==> src/bp_cfg_pkg.sv <==
// ====================
// predictor geometry: table, history and fetch
// target queue sizes, plus width types
// ====================
package bp_cfg_pkg;

    // two 16-bit parcels per fetch block
    localparam int unsigned INSTR_PER_FETCH = 2;
    localparam int unsigned SLOT_BITS       = $clog2(INSTR_PER_FETCH);

    // counter table, reshaped into rows of one fetch block each
    localparam int unsigned NR_ENTRIES = 64;
    localparam int unsigned NR_ROWS    = NR_ENTRIES / INSTR_PER_FETCH;
    localparam int unsigned INDEX_BITS = $clog2(NR_ROWS);
    localparam int unsigned TAG_BITS   = 8;

    // address slicing: bit 0 dropped, then slot, row and tag
    localparam int unsigned OFFSET  = 1;
    localparam int unsigned ROW_LSB = OFFSET + SLOT_BITS;
    localparam int unsigned TAG_LSB = ROW_LSB + INDEX_BITS;

    // global history, padded up to a whole number of index chunks
    localparam int unsigned GHR_LEN     = 8;
    localparam int unsigned EXT_GHR_LEN = ((GHR_LEN + INDEX_BITS - 1) / INDEX_BITS) * INDEX_BITS;

    // fetch target queue
    localparam int unsigned FTQ_DEPTH    = 4;
    localparam int unsigned FTQ_PTR_BITS = $clog2(FTQ_DEPTH);
    localparam int unsigned CNT_BITS     = 2;

    typedef logic [INDEX_BITS-1:0]      row_idx_t;
    typedef logic [TAG_BITS-1:0]        tag_t;
    typedef logic [INSTR_PER_FETCH-1:0] slot_mask_t;
    typedef logic [CNT_BITS-1:0]        bp_cnt_t;
    typedef logic [GHR_LEN-1:0]         ghr_t;

endpackage

==> src/bp_types_pkg.sv <==
// ====================
// front-end types: addresses, control-flow
// kinds and counter encodings
// ====================
package bp_types_pkg;

    // virtual fetch address
    typedef logic [31:0] vaddr_t;

    // control-flow kind of a parcel as seen by predecode
    // none marks a plain instruction or a not-taken branch
    typedef enum logic [2:0] {
        CF_NONE     = 3'd0,
        CF_BRANCH   = 3'd1,
        CF_JUMP     = 3'd2,
        CF_JUMP_REG = 3'd3,
        CF_RETURN   = 3'd4
    } cf_kind_e;

    // 2-bit saturating direction counter
    typedef logic [1:0] sat_cnt_t;

    // msb of the counter is the taken prediction
    localparam sat_cnt_t CNT_STRONG_NT = 2'b00;
    localparam sat_cnt_t CNT_WEAK_NT   = 2'b01;
    localparam sat_cnt_t CNT_WEAK_T    = 2'b10;
    localparam sat_cnt_t CNT_STRONG_T  = 2'b11;

endpackage

==> src/branch_filter.sv <==
// ====================
// branch filter: picks the branches of a fetch
// block that will resolve, and counts them
// ====================
`timescale 1ns/1ps

module branch_filter (
    input  bp_cfg_pkg::slot_mask_t                                   valid_i,
    input  bp_cfg_pkg::slot_mask_t                                   is_branch_i,
    input  bp_types_pkg::cf_kind_e [bp_cfg_pkg::INSTR_PER_FETCH-1:0] cf_kind_i,
    input  logic                                                     instr_queue_overflow_i,
    input  logic [bp_cfg_pkg::SLOT_BITS-1:0]                         push_instr_cnt_i,
    output bp_cfg_pkg::slot_mask_t                                   is_valid_branch_o,
    output bp_cfg_pkg::bp_cnt_t                                      branch_cnt_o
);

    // slots that the instruction queue did not take and will fetch again
    bp_cfg_pkg::slot_mask_t replay_mask;
    // valid slots that redirect fetch
    bp_cfg_pkg::slot_mask_t valid_taken_cf;

    // on overflow every slot from push_instr_cnt_i upward is replayed
    // e.g. cnt 1 gives mask 10, cnt 0 gives 11
    assign replay_mask = {bp_cfg_pkg::INSTR_PER_FETCH{instr_queue_overflow_i}}
                         << push_instr_cnt_i;

    always_comb begin
        for (int i = 0; i < bp_cfg_pkg::INSTR_PER_FETCH; i++) begin
            valid_taken_cf[i] = valid_i[i] && (cf_kind_i[i] != bp_types_pkg::CF_NONE);
        end
    end

    // walk the slots in program order
    always_comb begin
        logic taken_ahead;

        taken_ahead       = 1'b0;
        is_valid_branch_o = '0;
        branch_cnt_o      = '0;
        for (int i = 0; i < bp_cfg_pkg::INSTR_PER_FETCH; i++) begin
            // a branch survives unless replayed or shadowed by earlier taken flow
            is_valid_branch_o[i] = is_branch_i[i] & ~replay_mask[i] & ~taken_ahead;
            branch_cnt_o         = branch_cnt_o + bp_cfg_pkg::bp_cnt_t'(is_valid_branch_o[i]);
            // everything behind this slot is dropped
            taken_ahead          = taken_ahead | valid_taken_cf[i];
        end
    end

endmodule

==> src/ftq_fifo.sv <==
// ====================
// fetch target queue: per fetch block the table
// index, tag and number of pending branches
// ====================
`timescale 1ns/1ps

module ftq_fifo (
    input  logic                 clk_i,
    input  logic                 rst_ni,
    input  logic                 flush_i,
    input  logic                 push_i,
    input  logic                 pop_i,
    input  bp_cfg_pkg::row_idx_t idx_i,
    input  bp_cfg_pkg::tag_t     tag_i,
    input  bp_cfg_pkg::bp_cnt_t  cnt_i,
    output bp_cfg_pkg::row_idx_t idx_o,
    output bp_cfg_pkg::tag_t     tag_o,
    output bp_cfg_pkg::bp_cnt_t  cnt_o,
    output logic                 full_o,
    output logic                 empty_o
);

    // entry storage
    bp_cfg_pkg::row_idx_t idx_mem [bp_cfg_pkg::FTQ_DEPTH];
    bp_cfg_pkg::tag_t     tag_mem [bp_cfg_pkg::FTQ_DEPTH];
    bp_cfg_pkg::bp_cnt_t  cnt_mem [bp_cfg_pkg::FTQ_DEPTH];

    logic [bp_cfg_pkg::FTQ_PTR_BITS-1:0] rd_ptr_q;
    logic [bp_cfg_pkg::FTQ_PTR_BITS-1:0] wr_ptr_q;
    // one bit wider than the pointers so a full queue is representable
    logic [bp_cfg_pkg::FTQ_PTR_BITS:0]   usage_q;

    logic do_push;
    logic do_pop;

    assign full_o  = (usage_q == (bp_cfg_pkg::FTQ_PTR_BITS+1)'(bp_cfg_pkg::FTQ_DEPTH));
    assign empty_o = (usage_q == '0);

    // push is dropped when full, pop is ignored when empty
    assign do_push = push_i & ~full_o;
    assign do_pop  = pop_i & ~empty_o;

    // head entry, valid only when not empty
    assign idx_o = idx_mem[rd_ptr_q];
    assign tag_o = tag_mem[rd_ptr_q];
    assign cnt_o = cnt_mem[rd_ptr_q];

    always_ff @(posedge clk_i) begin
        if (do_push) begin
            idx_mem[wr_ptr_q] <= idx_i;
            tag_mem[wr_ptr_q] <= tag_i;
            cnt_mem[wr_ptr_q] <= cnt_i;
        end
    end

    // pointers wrap at the last entry
    always_ff @(posedge clk_i or negedge rst_ni) begin
        if (!rst_ni) begin
            rd_ptr_q <= '0;
            wr_ptr_q <= '0;
            usage_q  <= '0;
        end else if (flush_i) begin
            rd_ptr_q <= '0;
            wr_ptr_q <= '0;
            usage_q  <= '0;
        end else begin
            if (do_push) begin
                if (wr_ptr_q == bp_cfg_pkg::FTQ_PTR_BITS'(bp_cfg_pkg::FTQ_DEPTH - 1)) begin
                    wr_ptr_q <= '0;
                end else begin
                    wr_ptr_q <= wr_ptr_q + 1'b1;
                end
            end
            if (do_pop) begin
                if (rd_ptr_q == bp_cfg_pkg::FTQ_PTR_BITS'(bp_cfg_pkg::FTQ_DEPTH - 1)) begin
                    rd_ptr_q <= '0;
                end else begin
                    rd_ptr_q <= rd_ptr_q + 1'b1;
                end
            end
            // simultaneous push and pop leaves the usage unchanged
            if (do_push && !do_pop) begin
                usage_q <= usage_q + 1'b1;
            end else if (do_pop && !do_push) begin
                usage_q <= usage_q - 1'b1;
            end
        end
    end

    // the table only retires entries that exist
    a_no_pop_empty : assert property (@(posedge clk_i) disable iff (!rst_ni)
        pop_i |-> !empty_o);

    a_usage_bound : assert property (@(posedge clk_i) disable iff (!rst_ni)
        usage_q <= (bp_cfg_pkg::FTQ_PTR_BITS+1)'(bp_cfg_pkg::FTQ_DEPTH));

endmodule

==> src/bht_table.sv <==
// ====================
// branch history table: tagged 2-bit counters
// indexed by gshare, with in-order resolve update
// ====================
`timescale 1ns/1ps

module bht_table (
    input  logic                   clk_i,
    input  logic                   rst_ni,
    input  logic                   flush_i,
    input  logic                   flush_ftq_i,
    input  logic                   debug_mode_i,
    input  bp_types_pkg::vaddr_t   vpc_i,
    input  logic                   upd_valid_i,
    input  bp_types_pkg::vaddr_t   upd_pc_i,
    input  logic                   upd_taken_i,
    input  bp_cfg_pkg::row_idx_t   head_idx_i,
    input  bp_cfg_pkg::tag_t       head_tag_i,
    input  bp_cfg_pkg::bp_cnt_t    head_cnt_i,
    input  logic                   head_empty_i,
    output bp_cfg_pkg::row_idx_t   fetch_idx_o,
    output bp_cfg_pkg::tag_t       fetch_tag_o,
    output logic                   pop_o,
    output bp_cfg_pkg::slot_mask_t pred_valid_o,
    output bp_cfg_pkg::slot_mask_t pred_taken_o
);

    // counter and tag per slot of each row
    bp_types_pkg::sat_cnt_t cnt_q [bp_cfg_pkg::NR_ROWS][bp_cfg_pkg::INSTR_PER_FETCH];
    bp_cfg_pkg::tag_t       tag_q [bp_cfg_pkg::NR_ROWS][bp_cfg_pkg::INSTR_PER_FETCH];

    // global history, newest outcome in bit 0
    bp_cfg_pkg::ghr_t ghr_q;
    // branches of the head entry still to resolve, zero means not loaded yet
    bp_cfg_pkg::bp_cnt_t rem_q;
    bp_cfg_pkg::bp_cnt_t rem_eff;

    logic [bp_cfg_pkg::EXT_GHR_LEN-1:0] ext_ghr;

    // update side
    logic                                upd_en;
    logic [bp_cfg_pkg::SLOT_BITS-1:0]    upd_slot;
    bp_types_pkg::sat_cnt_t              upd_cnt_old;
    bp_types_pkg::sat_cnt_t              upd_cnt_new;
    logic                                upd_hit;

    // gshare index: row bits folded with every history chunk
    // short top chunk is padded with ones
    always_comb begin
        ext_ghr                            = '1;
        ext_ghr[bp_cfg_pkg::GHR_LEN-1:0]   = ghr_q;
        fetch_idx_o = vpc_i[bp_cfg_pkg::ROW_LSB +: bp_cfg_pkg::INDEX_BITS];
        for (int i = 0; i < bp_cfg_pkg::EXT_GHR_LEN; i += bp_cfg_pkg::INDEX_BITS) begin
            fetch_idx_o = fetch_idx_o ^ ext_ghr[i +: bp_cfg_pkg::INDEX_BITS];
        end
    end

    assign fetch_tag_o = vpc_i[bp_cfg_pkg::TAG_LSB +: bp_cfg_pkg::TAG_BITS];

    // both slots of the row are read in the same cycle
    always_comb begin
        for (int i = 0; i < bp_cfg_pkg::INSTR_PER_FETCH; i++) begin
            pred_valid_o[i] = (tag_q[fetch_idx_o][i] == fetch_tag_o);
            pred_taken_o[i] = cnt_q[fetch_idx_o][i][1];
        end
    end

    // debug mode freezes the predictor
    assign upd_en   = upd_valid_i & ~debug_mode_i;
    // row comes from the recorded index, slot from the pc
    assign upd_slot = upd_pc_i[bp_cfg_pkg::OFFSET +: bp_cfg_pkg::SLOT_BITS];

    assign upd_cnt_old = cnt_q[head_idx_i][upd_slot];
    assign upd_hit     = (tag_q[head_idx_i][upd_slot] == head_tag_i);

    always_comb begin
        upd_cnt_new = upd_cnt_old;
        if (!upd_hit) begin
            // new owner of the entry, start weak in the resolved direction
            upd_cnt_new = upd_taken_i ? bp_types_pkg::CNT_WEAK_T : bp_types_pkg::CNT_WEAK_NT;
        end else if (upd_taken_i) begin
            if (upd_cnt_old != bp_types_pkg::CNT_STRONG_T) begin
                upd_cnt_new = upd_cnt_old + 1'b1;
            end
        end else begin
            if (upd_cnt_old != bp_types_pkg::CNT_STRONG_NT) begin
                upd_cnt_new = upd_cnt_old - 1'b1;
            end
        end
    end

    // first update of an entry takes its count from the queue head
    assign rem_eff = (rem_q == '0) ? head_cnt_i : rem_q;
    // last pending branch of the head retires the entry
    assign pop_o   = upd_en && (rem_eff == bp_cfg_pkg::bp_cnt_t'(1));

    always_ff @(posedge clk_i or negedge rst_ni) begin
        if (!rst_ni) begin
            for (int r = 0; r < bp_cfg_pkg::NR_ROWS; r++) begin
                for (int s = 0; s < bp_cfg_pkg::INSTR_PER_FETCH; s++) begin
                    cnt_q[r][s] <= '0;
                    tag_q[r][s] <= '0;
                end
            end
            ghr_q <= '0;
        end else if (flush_i) begin
            // tags survive, only the direction state is forgotten
            for (int r = 0; r < bp_cfg_pkg::NR_ROWS; r++) begin
                for (int s = 0; s < bp_cfg_pkg::INSTR_PER_FETCH; s++) begin
                    cnt_q[r][s] <= bp_types_pkg::CNT_WEAK_T;
                end
            end
            ghr_q <= '0;
        end else if (upd_en) begin
            cnt_q[head_idx_i][upd_slot] <= upd_cnt_new;
            tag_q[head_idx_i][upd_slot] <= head_tag_i;
            ghr_q <= {ghr_q[bp_cfg_pkg::GHR_LEN-2:0], upd_taken_i};
        end
    end

    // remaining count follows the queue, so either flush clears it
    always_ff @(posedge clk_i or negedge rst_ni) begin
        if (!rst_ni) begin
            rem_q <= '0;
        end else if (flush_i || flush_ftq_i) begin
            rem_q <= '0;
        end else if (upd_en) begin
            rem_q <= rem_eff - 1'b1;
        end
    end

    // resolves come in program order, so a branch always has its record
    a_upd_has_head : assert property (@(posedge clk_i) disable iff (!rst_ni)
        upd_en |-> !head_empty_i);

endmodule

==> src/bht.sv <==
// ====================
// branch history top: filter, fetch target
// queue and counter table
// ====================
`timescale 1ns/1ps

module bht (
    input  logic                                                     clk_i,
    input  logic                                                     rst_ni,
    input  logic                                                     flush_i,
    input  logic                                                     flush_ftq_i,
    input  logic                                                     debug_mode_i,
    input  bp_types_pkg::vaddr_t                                     vpc_i,
    input  bp_cfg_pkg::slot_mask_t                                   valid_i,
    input  bp_cfg_pkg::slot_mask_t                                   is_branch_i,
    input  bp_types_pkg::cf_kind_e [bp_cfg_pkg::INSTR_PER_FETCH-1:0] cf_kind_i,
    input  logic                                                     instr_queue_overflow_i,
    input  logic [bp_cfg_pkg::SLOT_BITS-1:0]                         push_instr_cnt_i,
    input  logic                                                     upd_valid_i,
    input  bp_types_pkg::vaddr_t                                     upd_pc_i,
    input  logic                                                     upd_taken_i,
    output logic                                                     ftq_overflow_o,
    output bp_cfg_pkg::slot_mask_t                                   bht_prediction_valid_o,
    output bp_cfg_pkg::slot_mask_t                                   bht_prediction_taken_o
);

    bp_cfg_pkg::slot_mask_t is_valid_branch;
    bp_cfg_pkg::bp_cnt_t    branch_cnt;
    logic                   ftq_push;
    logic                   ftq_full;
    logic                   ftq_empty;
    logic                   ftq_pop;

    bp_cfg_pkg::row_idx_t   fetch_idx;
    bp_cfg_pkg::tag_t       fetch_tag;
    bp_cfg_pkg::row_idx_t   head_idx;
    bp_cfg_pkg::tag_t       head_tag;
    bp_cfg_pkg::bp_cnt_t    head_cnt;

    // a block is recorded only when it holds a surviving branch
    assign ftq_push       = |is_valid_branch;
    // no stall, a full queue just loses the block
    assign ftq_overflow_o = ftq_push & ftq_full;

    branch_filter i_branch_filter (
        .valid_i                ( valid_i                ),
        .is_branch_i            ( is_branch_i            ),
        .cf_kind_i              ( cf_kind_i              ),
        .instr_queue_overflow_i ( instr_queue_overflow_i ),
        .push_instr_cnt_i       ( push_instr_cnt_i       ),
        .is_valid_branch_o      ( is_valid_branch        ),
        .branch_cnt_o           ( branch_cnt             )
    );

    ftq_fifo i_ftq_fifo (
        .clk_i   ( clk_i                 ),
        .rst_ni  ( rst_ni                ),
        .flush_i ( flush_i | flush_ftq_i ),
        .push_i  ( ftq_push              ),
        .pop_i   ( ftq_pop               ),
        .idx_i   ( fetch_idx             ),
        .tag_i   ( fetch_tag             ),
        .cnt_i   ( branch_cnt            ),
        .idx_o   ( head_idx              ),
        .tag_o   ( head_tag              ),
        .cnt_o   ( head_cnt              ),
        .full_o  ( ftq_full              ),
        .empty_o ( ftq_empty             )
    );

    bht_table i_bht_table (
        .clk_i        ( clk_i                  ),
        .rst_ni       ( rst_ni                 ),
        .flush_i      ( flush_i                ),
        .flush_ftq_i  ( flush_ftq_i            ),
        .debug_mode_i ( debug_mode_i           ),
        .vpc_i        ( vpc_i                  ),
        .upd_valid_i  ( upd_valid_i            ),
        .upd_pc_i     ( upd_pc_i               ),
        .upd_taken_i  ( upd_taken_i            ),
        .head_idx_i   ( head_idx               ),
        .head_tag_i   ( head_tag               ),
        .head_cnt_i   ( head_cnt               ),
        .head_empty_i ( ftq_empty              ),
        .fetch_idx_o  ( fetch_idx              ),
        .fetch_tag_o  ( fetch_tag              ),
        .pop_o        ( ftq_pop                ),
        .pred_valid_o ( bht_prediction_valid_o ),
        .pred_taken_o ( bht_prediction_taken_o )
    );

endmodule

==> config.mk <==
export PLATFORM = sky130hd
export DESIGN_NAME = bht
export DESIGN_NICKNAME = d
export VERILOG_FILES = /design/src/bp_cfg_pkg.sv /design/src/bp_types_pkg.sv /design/src/branch_filter.sv /design/src/ftq_fifo.sv /design/src/bht_table.sv /design/src/bht.sv
export SDC_FILE = /design/constraint.sdc
export NUM_CORES = 2
export LEC_CHECK = 0
export ABC_AREA = 1
export BUFFER_PORTS_ARGS = -buffer_cell sky130_fd_sc_hd__clkbuf_2
export CELL_PAD_IN_SITES_DETAIL_PLACEMENT = 1
export CELL_PAD_IN_SITES_GLOBAL_PLACEMENT = 2
export CORE_AREA = 2 2 420 422
export DETAILED_ROUTE_END_ITERATION = 12
export DIE_AREA = 0 0 422 424
export GPL_TIMING_DRIVEN = 1
export HOLD_SLACK_MARGIN = 0.15
export PLACE_DENSITY_LB_ADDON = 0.3
export SYNTH_ARGS = -nofsm -noshare
export SYNTH_HDL_FRONTEND = slang
export SYNTH_HIERARCHICAL = 1
export SYNTH_SLANG_ARGS = --single-unit
==> constraint.sdc <==
create_clock -name clk_i -period 6.05 [get_ports clk_i]
set_clock_uncertainty 0.2 [all_clocks]
set_input_delay 0.3025 -clock clk_i [delete_from_list [all_inputs] [get_ports clk_i]]
set_output_delay 0.3025 -clock clk_i [all_outputs]
set_load 0.1 [all_outputs]
After elaboration in Yosys (flattened, before gate mapping)
Memories as Yosys holds them, arrays and structs flattened.
Cells that the tools add are included.
{ "totals": {"ff_bits": 657, "ram_bits": 60, "inputBits": 83, "output_inout_bits": 5, "word_cells": 249, "memories": 3} }
{ "classes": {"add_sub_neg": 8, "magnitude_cmp": 5, "eq_ne": 8, "shift": 1, "mux": 51, "bitwise": 20, "n_reduce_logical": 20} }
{ "mem_list": {"columns": ["memory", "depth", "word_bits", "rd", "rd_clocked_by_memory_dff", "wr", "line_no", "source"], "rows": [
  ["i_ftq_fifo.tag_mem", 4, 8, 1, 0, 1, "ftq_fifo.sv:25", "bp_cfg_pkg::tag_t tag_mem [bp_cfg_pkg::FTQ_DEPTH];"],
  ["i_ftq_fifo.idx_mem", 4, 5, 1, 0, 1, "ftq_fifo.sv:24", "bp_cfg_pkg::row_idx_t idx_mem [bp_cfg_pkg::FTQ_DEPTH];"],
  ["i_ftq_fifo.cnt_mem", 4, 2, 1, 0, 1, "ftq_fifo.sv:26", "bp_cfg_pkg::bp_cnt_t cnt_mem [bp_cfg_pkg::FTQ_DEPTH];"]
]} }
{ "op_table": {"columns": ["cell", "n"], "rows": [
  ["512-bit bitwise mux", 1],
  ["128-bit two-way mux", 2],
  ["16-bit binary-select mux with 5-bit select", 2],
  ["128-bit bitwise mux", 1],
  ["16-bit demux with 5-bit select", 1],
  ["16-bit two-way mux", 5],
  ["8-bit two-way mux", 6],
  ["4-bit binary-select mux with 5-bit select", 2],
  ["2-bit two-way mux", 18],
  ["8-bit equality test", 3],
  ["4-bit demux with 5-bit select", 1],
  ["4-bit two-way mux", 5],
  ["6-bit greater-or-equal comparator (second input constant)", 2],
  ["5-bit inverter with 6-bit output", 2],
  ["2-bit nonzero test", 5],
  ["5-bit bitwise XOR", 2],
  ["3-bit two-way mux", 3],
  ["8-bit demux with 1-bit select", 1],
  ["1-bit bitwise AND", 7],
  ["1-bit inverter", 7],
  ["2-bit by 1-bit adder with 2-bit output (second input constant)", 3],
  ["1-bit logical AND", 6],
  ["6-bit by 1-bit less-than comparator with 1-bit output (second input constant)", 1],
  ["3-bit nonzero test", 2],
  ["other kinds (21)", 25]
]} }

Depth between registers and ports, before layout
An unclocked memory read counts as a cell.
{ "depth": {"ltp_word": 15, "depth_mapped": 28, "ltp_nobuf": 23} }

By module
Netlist, hierarchy kept.
{ "modules_own_cells": {"columns": ["module", "instances", "cells_per_inst", "area_per_inst_um2"], "rows": [
  ["bht_table", 1, 5511, 37001.7],
  ["ftq_fifo", 1, 212, 2746.4],
  ["branch_filter", 1, 8, 47.5],
  ["bht", 1, 5, 21.3]
]} }

Least setup slack after synthesis
Ideal clock, no wire load.
{ "synth_timing": {"path_kind": "flip-flop to output port", "startpoint": "register i_bht_table.ghr_q[0]", "endpoint": "output port bht_prediction_valid_o[1]", "arrival_ps": 3365, "slack_ps": 2182, "stages_incl_launch_ff": 16, "n_path_buf": 2, "path_cell_list": "dfrtp_1 > xnor2_1 > nand2_1 > nand2_1 > clkbuf_1 > clkbuf_1 > nand2_1 > nand3_1 > nand3_1 > nand3_1 > nand3_1 > nand3_1 > nand2_1 > nor2_1 > nand2_1 > nor2_1"} }
{ "synth_via": {"elab_chain_len": 7} }
{ "synth_lines": {"columns": ["element", "line_no", "source"], "rows": [
  ["start, declared", "bht_table.sv:33", "bp_cfg_pkg::ghr_t ghr_q;"],
  ["start signal, assigned", "bht_table.sv:117", "ghr_q <= {ghr_q[bp_cfg_pkg::GHR_LEN-2:0], upd_taken_i};"],
  ["5-bit bitwise XOR (2 in a row)", "bht_table.sv:54", "fetch_idx_o = fetch_idx_o ^ ext_ghr[i +: bp_cfg_pkg::INDEX_BITS];"],
  ["5-bit inverter with 6-bit output (implied by the code)", "bht_table.sv:63", "pred_valid_o[i] = (tag_q[fetch_idx_o][i] == fetch_tag_o);"],
  ["16-bit binary-select mux with 5-bit select", "bht_table.sv:63", null],
  ["16-bit two-way mux (2 in a row)", null, null],
  ["8-bit equality test", "bht_table.sv:63", null],
  ["end, declared", "bht.sv:23", "output bp_cfg_pkg::slot_mask_t bht_prediction_valid_o,"]
]} }
Every way passes these cells. The select of a mux whose other input is x is not followed.

Final worst setup path
{ "layout_timing": {"startpoint": "register i_bht_table.ghr_q[7]", "endpoint": "output port bht_prediction_valid_o[1]"} }
{ "layout_via": {"elab_chain_len": 6} }
{ "layout_lines": {"columns": ["element", "line_no", "source"], "rows": [
  ["5-bit bitwise XOR", "bht_table.sv:54", null],
  ["net fetch_idx[2]", "bht.sv:34", "bp_cfg_pkg::row_idx_t fetch_idx;"],
  ["5-bit inverter with 6-bit output (implied by the code)", "bht_table.sv:63", null],
  ["16-bit binary-select mux with 5-bit select", "bht_table.sv:63", null],
  ["16-bit two-way mux (2 in a row)", null, null],
  ["8-bit equality test", "bht_table.sv:63", null]
]} }
The timed path passes the listed nets, and every way through them passes these cells. The select of a mux whose other input is x is not followed.

==> results.py <==
metrics = {
    "cts": {
        "clock_latency_ns": 0.73,
        "cts_root_buf": "clkbuf_16",
        "clkSinkCount": 717,
        "cts_setup_buffers": 0,
        "clk_path_buf_depth": 3,
        "cts_buffers": 95,
        "cts_tree": "done",
        "cts_htree_levels": 3,
        "cts.clk_slew.worst_paths_ns": 0.06,
    },
    "critical_path": {
        "crit_family": "simple AND/OR/NAND/NOR gates",
        "path_buf_inv": 3,
        "critPathLaunchType": "register",
        "reg2reg_to": "i_bht_table/cnt_q[11]",
        "regToRegStartpoint": "i_ftq_fifo/rd_ptr_q[0]",
        "cp_slowest_stage_delay_ns": 0.78,
        "crit_required_ns": 5.55,
        "crit_path_cell_trace": "xor2_1 -> xor2_4 -> inv_6 -> buf_4 -> nand3_1 -> nand3_1 -> nand3_1 -> nand2_1 -> nand2_1 -> nand2_1 -> nor2_1 -> nand2_1 -> nor2_1 -> buf_12",
        "worst_setup_path_end_kind": "primary output",
        "reg2reg_slack_ns": 0.98,
        "reg2reg_depth": 25,
        "path_common_cell": "nand2_1",
        "criticalPathCategory": "register to primary output",
        "arrival_ns": 4.82,
        "critPathSlowestCell": "xor2_4",
        "path_max_fanout": 60,
    },
    "power_and_ir_drop": {
        "peakVddDrop_mv": 0.1804,
        "powerDensity_mw_per_mm2": 307.3,
        "power_mw": 14.35,
        "total_leakage_power_nw": 21.80,
    },
    "hold_path": {
        "min-delay-path-class": "primary input to register",
        "hold_path_end": "i_ftq_fifo/idx_mem[1][3]",
        "hold_start": "vpc_i[5]",
        "hold_depth": 3,
    },
    "grt": {
        "grt_pass1_wl_um": 285800,
        "grt_pass1_vias": 39909,
        "antenna_found_initial": 5,
        "grtUsageTotal_pct": 21.58,
        "overflow": 0,
        "grt_max_degree": 141,
    },
    "timing": {
        "max_slew_margin_pct": 28.70,
        "finalSetupViolCount": 0,
        "drv_slew": 0,
        "tightest_slew_ns": 1.063,
        "rsz0062_at_grt": "no",
        "hold_viol_final": 0,
        "tns_ns": 0,
        "finalCritPeriodShare_pct": 87.94,
        "clock.fmax_mhz": 188.0,
        "fin_crit_ns": 5.320,
    },
    "finish": {
        "fill_cells": 21410,
        "area_growth_pct": 17.27,
        "final_cell_mix": "nand2_1 (2441), nand3_1 (794), dfrtp_1 (657), o21ai_0 (564), inv_1 (241)",
        "register_area_mm2": 0.01824,
        "final_area_mm2": 0.04669,
        "multi_input_area_mm2": 0.01896,
        "nNetsFinal": 5737,
        "drive_gt1_share_pct": 7.266,
        "final_common_cell": "nand2_1",
    },
    "floorplan": {
        "fp.dieH_um": 424,
        "fp.dieW_um": 422,
        "ios": 88,
        "core_region_area_mm2": 0.1750,
        "num_rows": 154,
        "die_area_mm2": 0.1789,
        "start_util_pct": 22.76,
    },
    "yosys": {
        "synthCells": 5735,
        "syn-num-nets": 5826,
        "syn_area_mm2": 0.03981,
        "syn_avg_cell_area_um2": 6.942,
        "synth_warnings": 6,
    },
    "route": {
        "final_antenna_net_count": 0,
        "firstDrtPassIters": 6,
        "initialDrtViolationCount": 3289,
        "detail_route.vias_per_cell": 4.896,
        "drt_wl_total_um": 195400,
        "drc": 0,
        "wire_per_inst_um": 24.22,
        "vias": 39504,
    },
    "flow_run": {
        "maxCapViolCount": 0,
    },
    "place": {
        "gp_congestion": 0.8184,
        "placed_cell_area_mm2": 0.04310,
        "hpwlAfterDp_um": 125800,
        "port_buffers": 33,
    },
    "outcome": {
        "status": "finished clean",
    },
}
-- per-stage QoR --
step                      cells  setup WS (ns)  hold slack (ns)  utilization (%)
after CTS                  8065         0.6674           0.1705            26.68
after global placement     7863          1.044           0.2184            24.64
after global routing       8066         0.5945           0.1881            26.68
final                      8069         0.7297           0.1876            26.69
after floorplan            5735          2.182          -0.1931                -
after detailed placement   7863         0.9783           0.1863            24.64
-- power breakdown --
part	switching [mW]	leakage, nW	internal [mW]
registers	0.298	9.26	5.24
logic	2.05	10.9	0.717
clock network	2.42	1.63	3.62
total	4.77	21.8	9.58
-- metal layers --
layer	GRT usage, %	vias to the layer above	routed length, um
met5	0	-	15
li1	-	18379	-
met4	6.411	2	5799
met3	3.014	229	8784
met1	30.25	20000	92610
met2	34.36	894	88220
-- layout make-up --
cell class	instances	share of cell area (%)
Antenna cell	4	0.02144
Clock buffer	141	6.046
Clock inverter	35	1.018
Inverter	267	2.205
Multi-Input combinational cell	4338	40.61
Sequential cell	717	39.07
Tap cell	2340	6.271
Timing Repair Buffer	227	4.754
-- sequential cells by signal, indices dropped and copies added, names as in the netlist --
register / cells
i_bht_table/tag_q: 512
i_ftq_fifo/wr_ptr_q: 2
i_ftq_fifo/usage_q: 3
i_bht_table/cnt_q: 128
i_ftq_fifo/cnt_mem: 8
i_ftq_fifo/idx_mem: 20
i_bht_table/rem_q: 2
i_ftq_fifo/rd_ptr_q: 2
i_ftq_fifo/tag_mem: 32
i_bht_table/ghr_q: 8
-- how the worst max path moves through the flow --
| stage | startpoint | end | slack [ns] | depth (start not counted) |
|---|---|---|---|---|
| 6_report | i_bht_table/ghr_q[7] | bht_prediction_valid_o[1] | 0.73 | 14 |
| 5_1_grt | i_bht_table/ghr_q[7] | bht_prediction_valid_o[1] | 0.59 | 14 |
| 4_1_cts | i_bht_table/ghr_q[7] | bht_prediction_valid_o[1] | 0.67 | 14 |
| 3_5_place_dp | i_ftq_fifo/rd_ptr_q[0] | i_bht_table/cnt_q[11] | 0.98 | 25 |
| 3_3_place_gp | i_ftq_fifo/rd_ptr_q[0] | i_bht_table/cnt_q[115] | 1.04 | 26 |
| 2_1_floorplan | i_bht_table/ghr_q[0] | bht_prediction_valid_o[1] | 2.18 | 15 |
-- repair_timing --
item / in CTS / in global routing
hold buffers: 26 / 0
gates resized for setup: 0 / 0
hold endpoints to repair: 490 / 0
-- tightest hold or removal path, delay by kind of cell --
kind                   cells  cell delay [ns]
buffers and inverters      2             0.43
XOR/XNOR                   1             0.07
(Power assumes the default switching activity.)
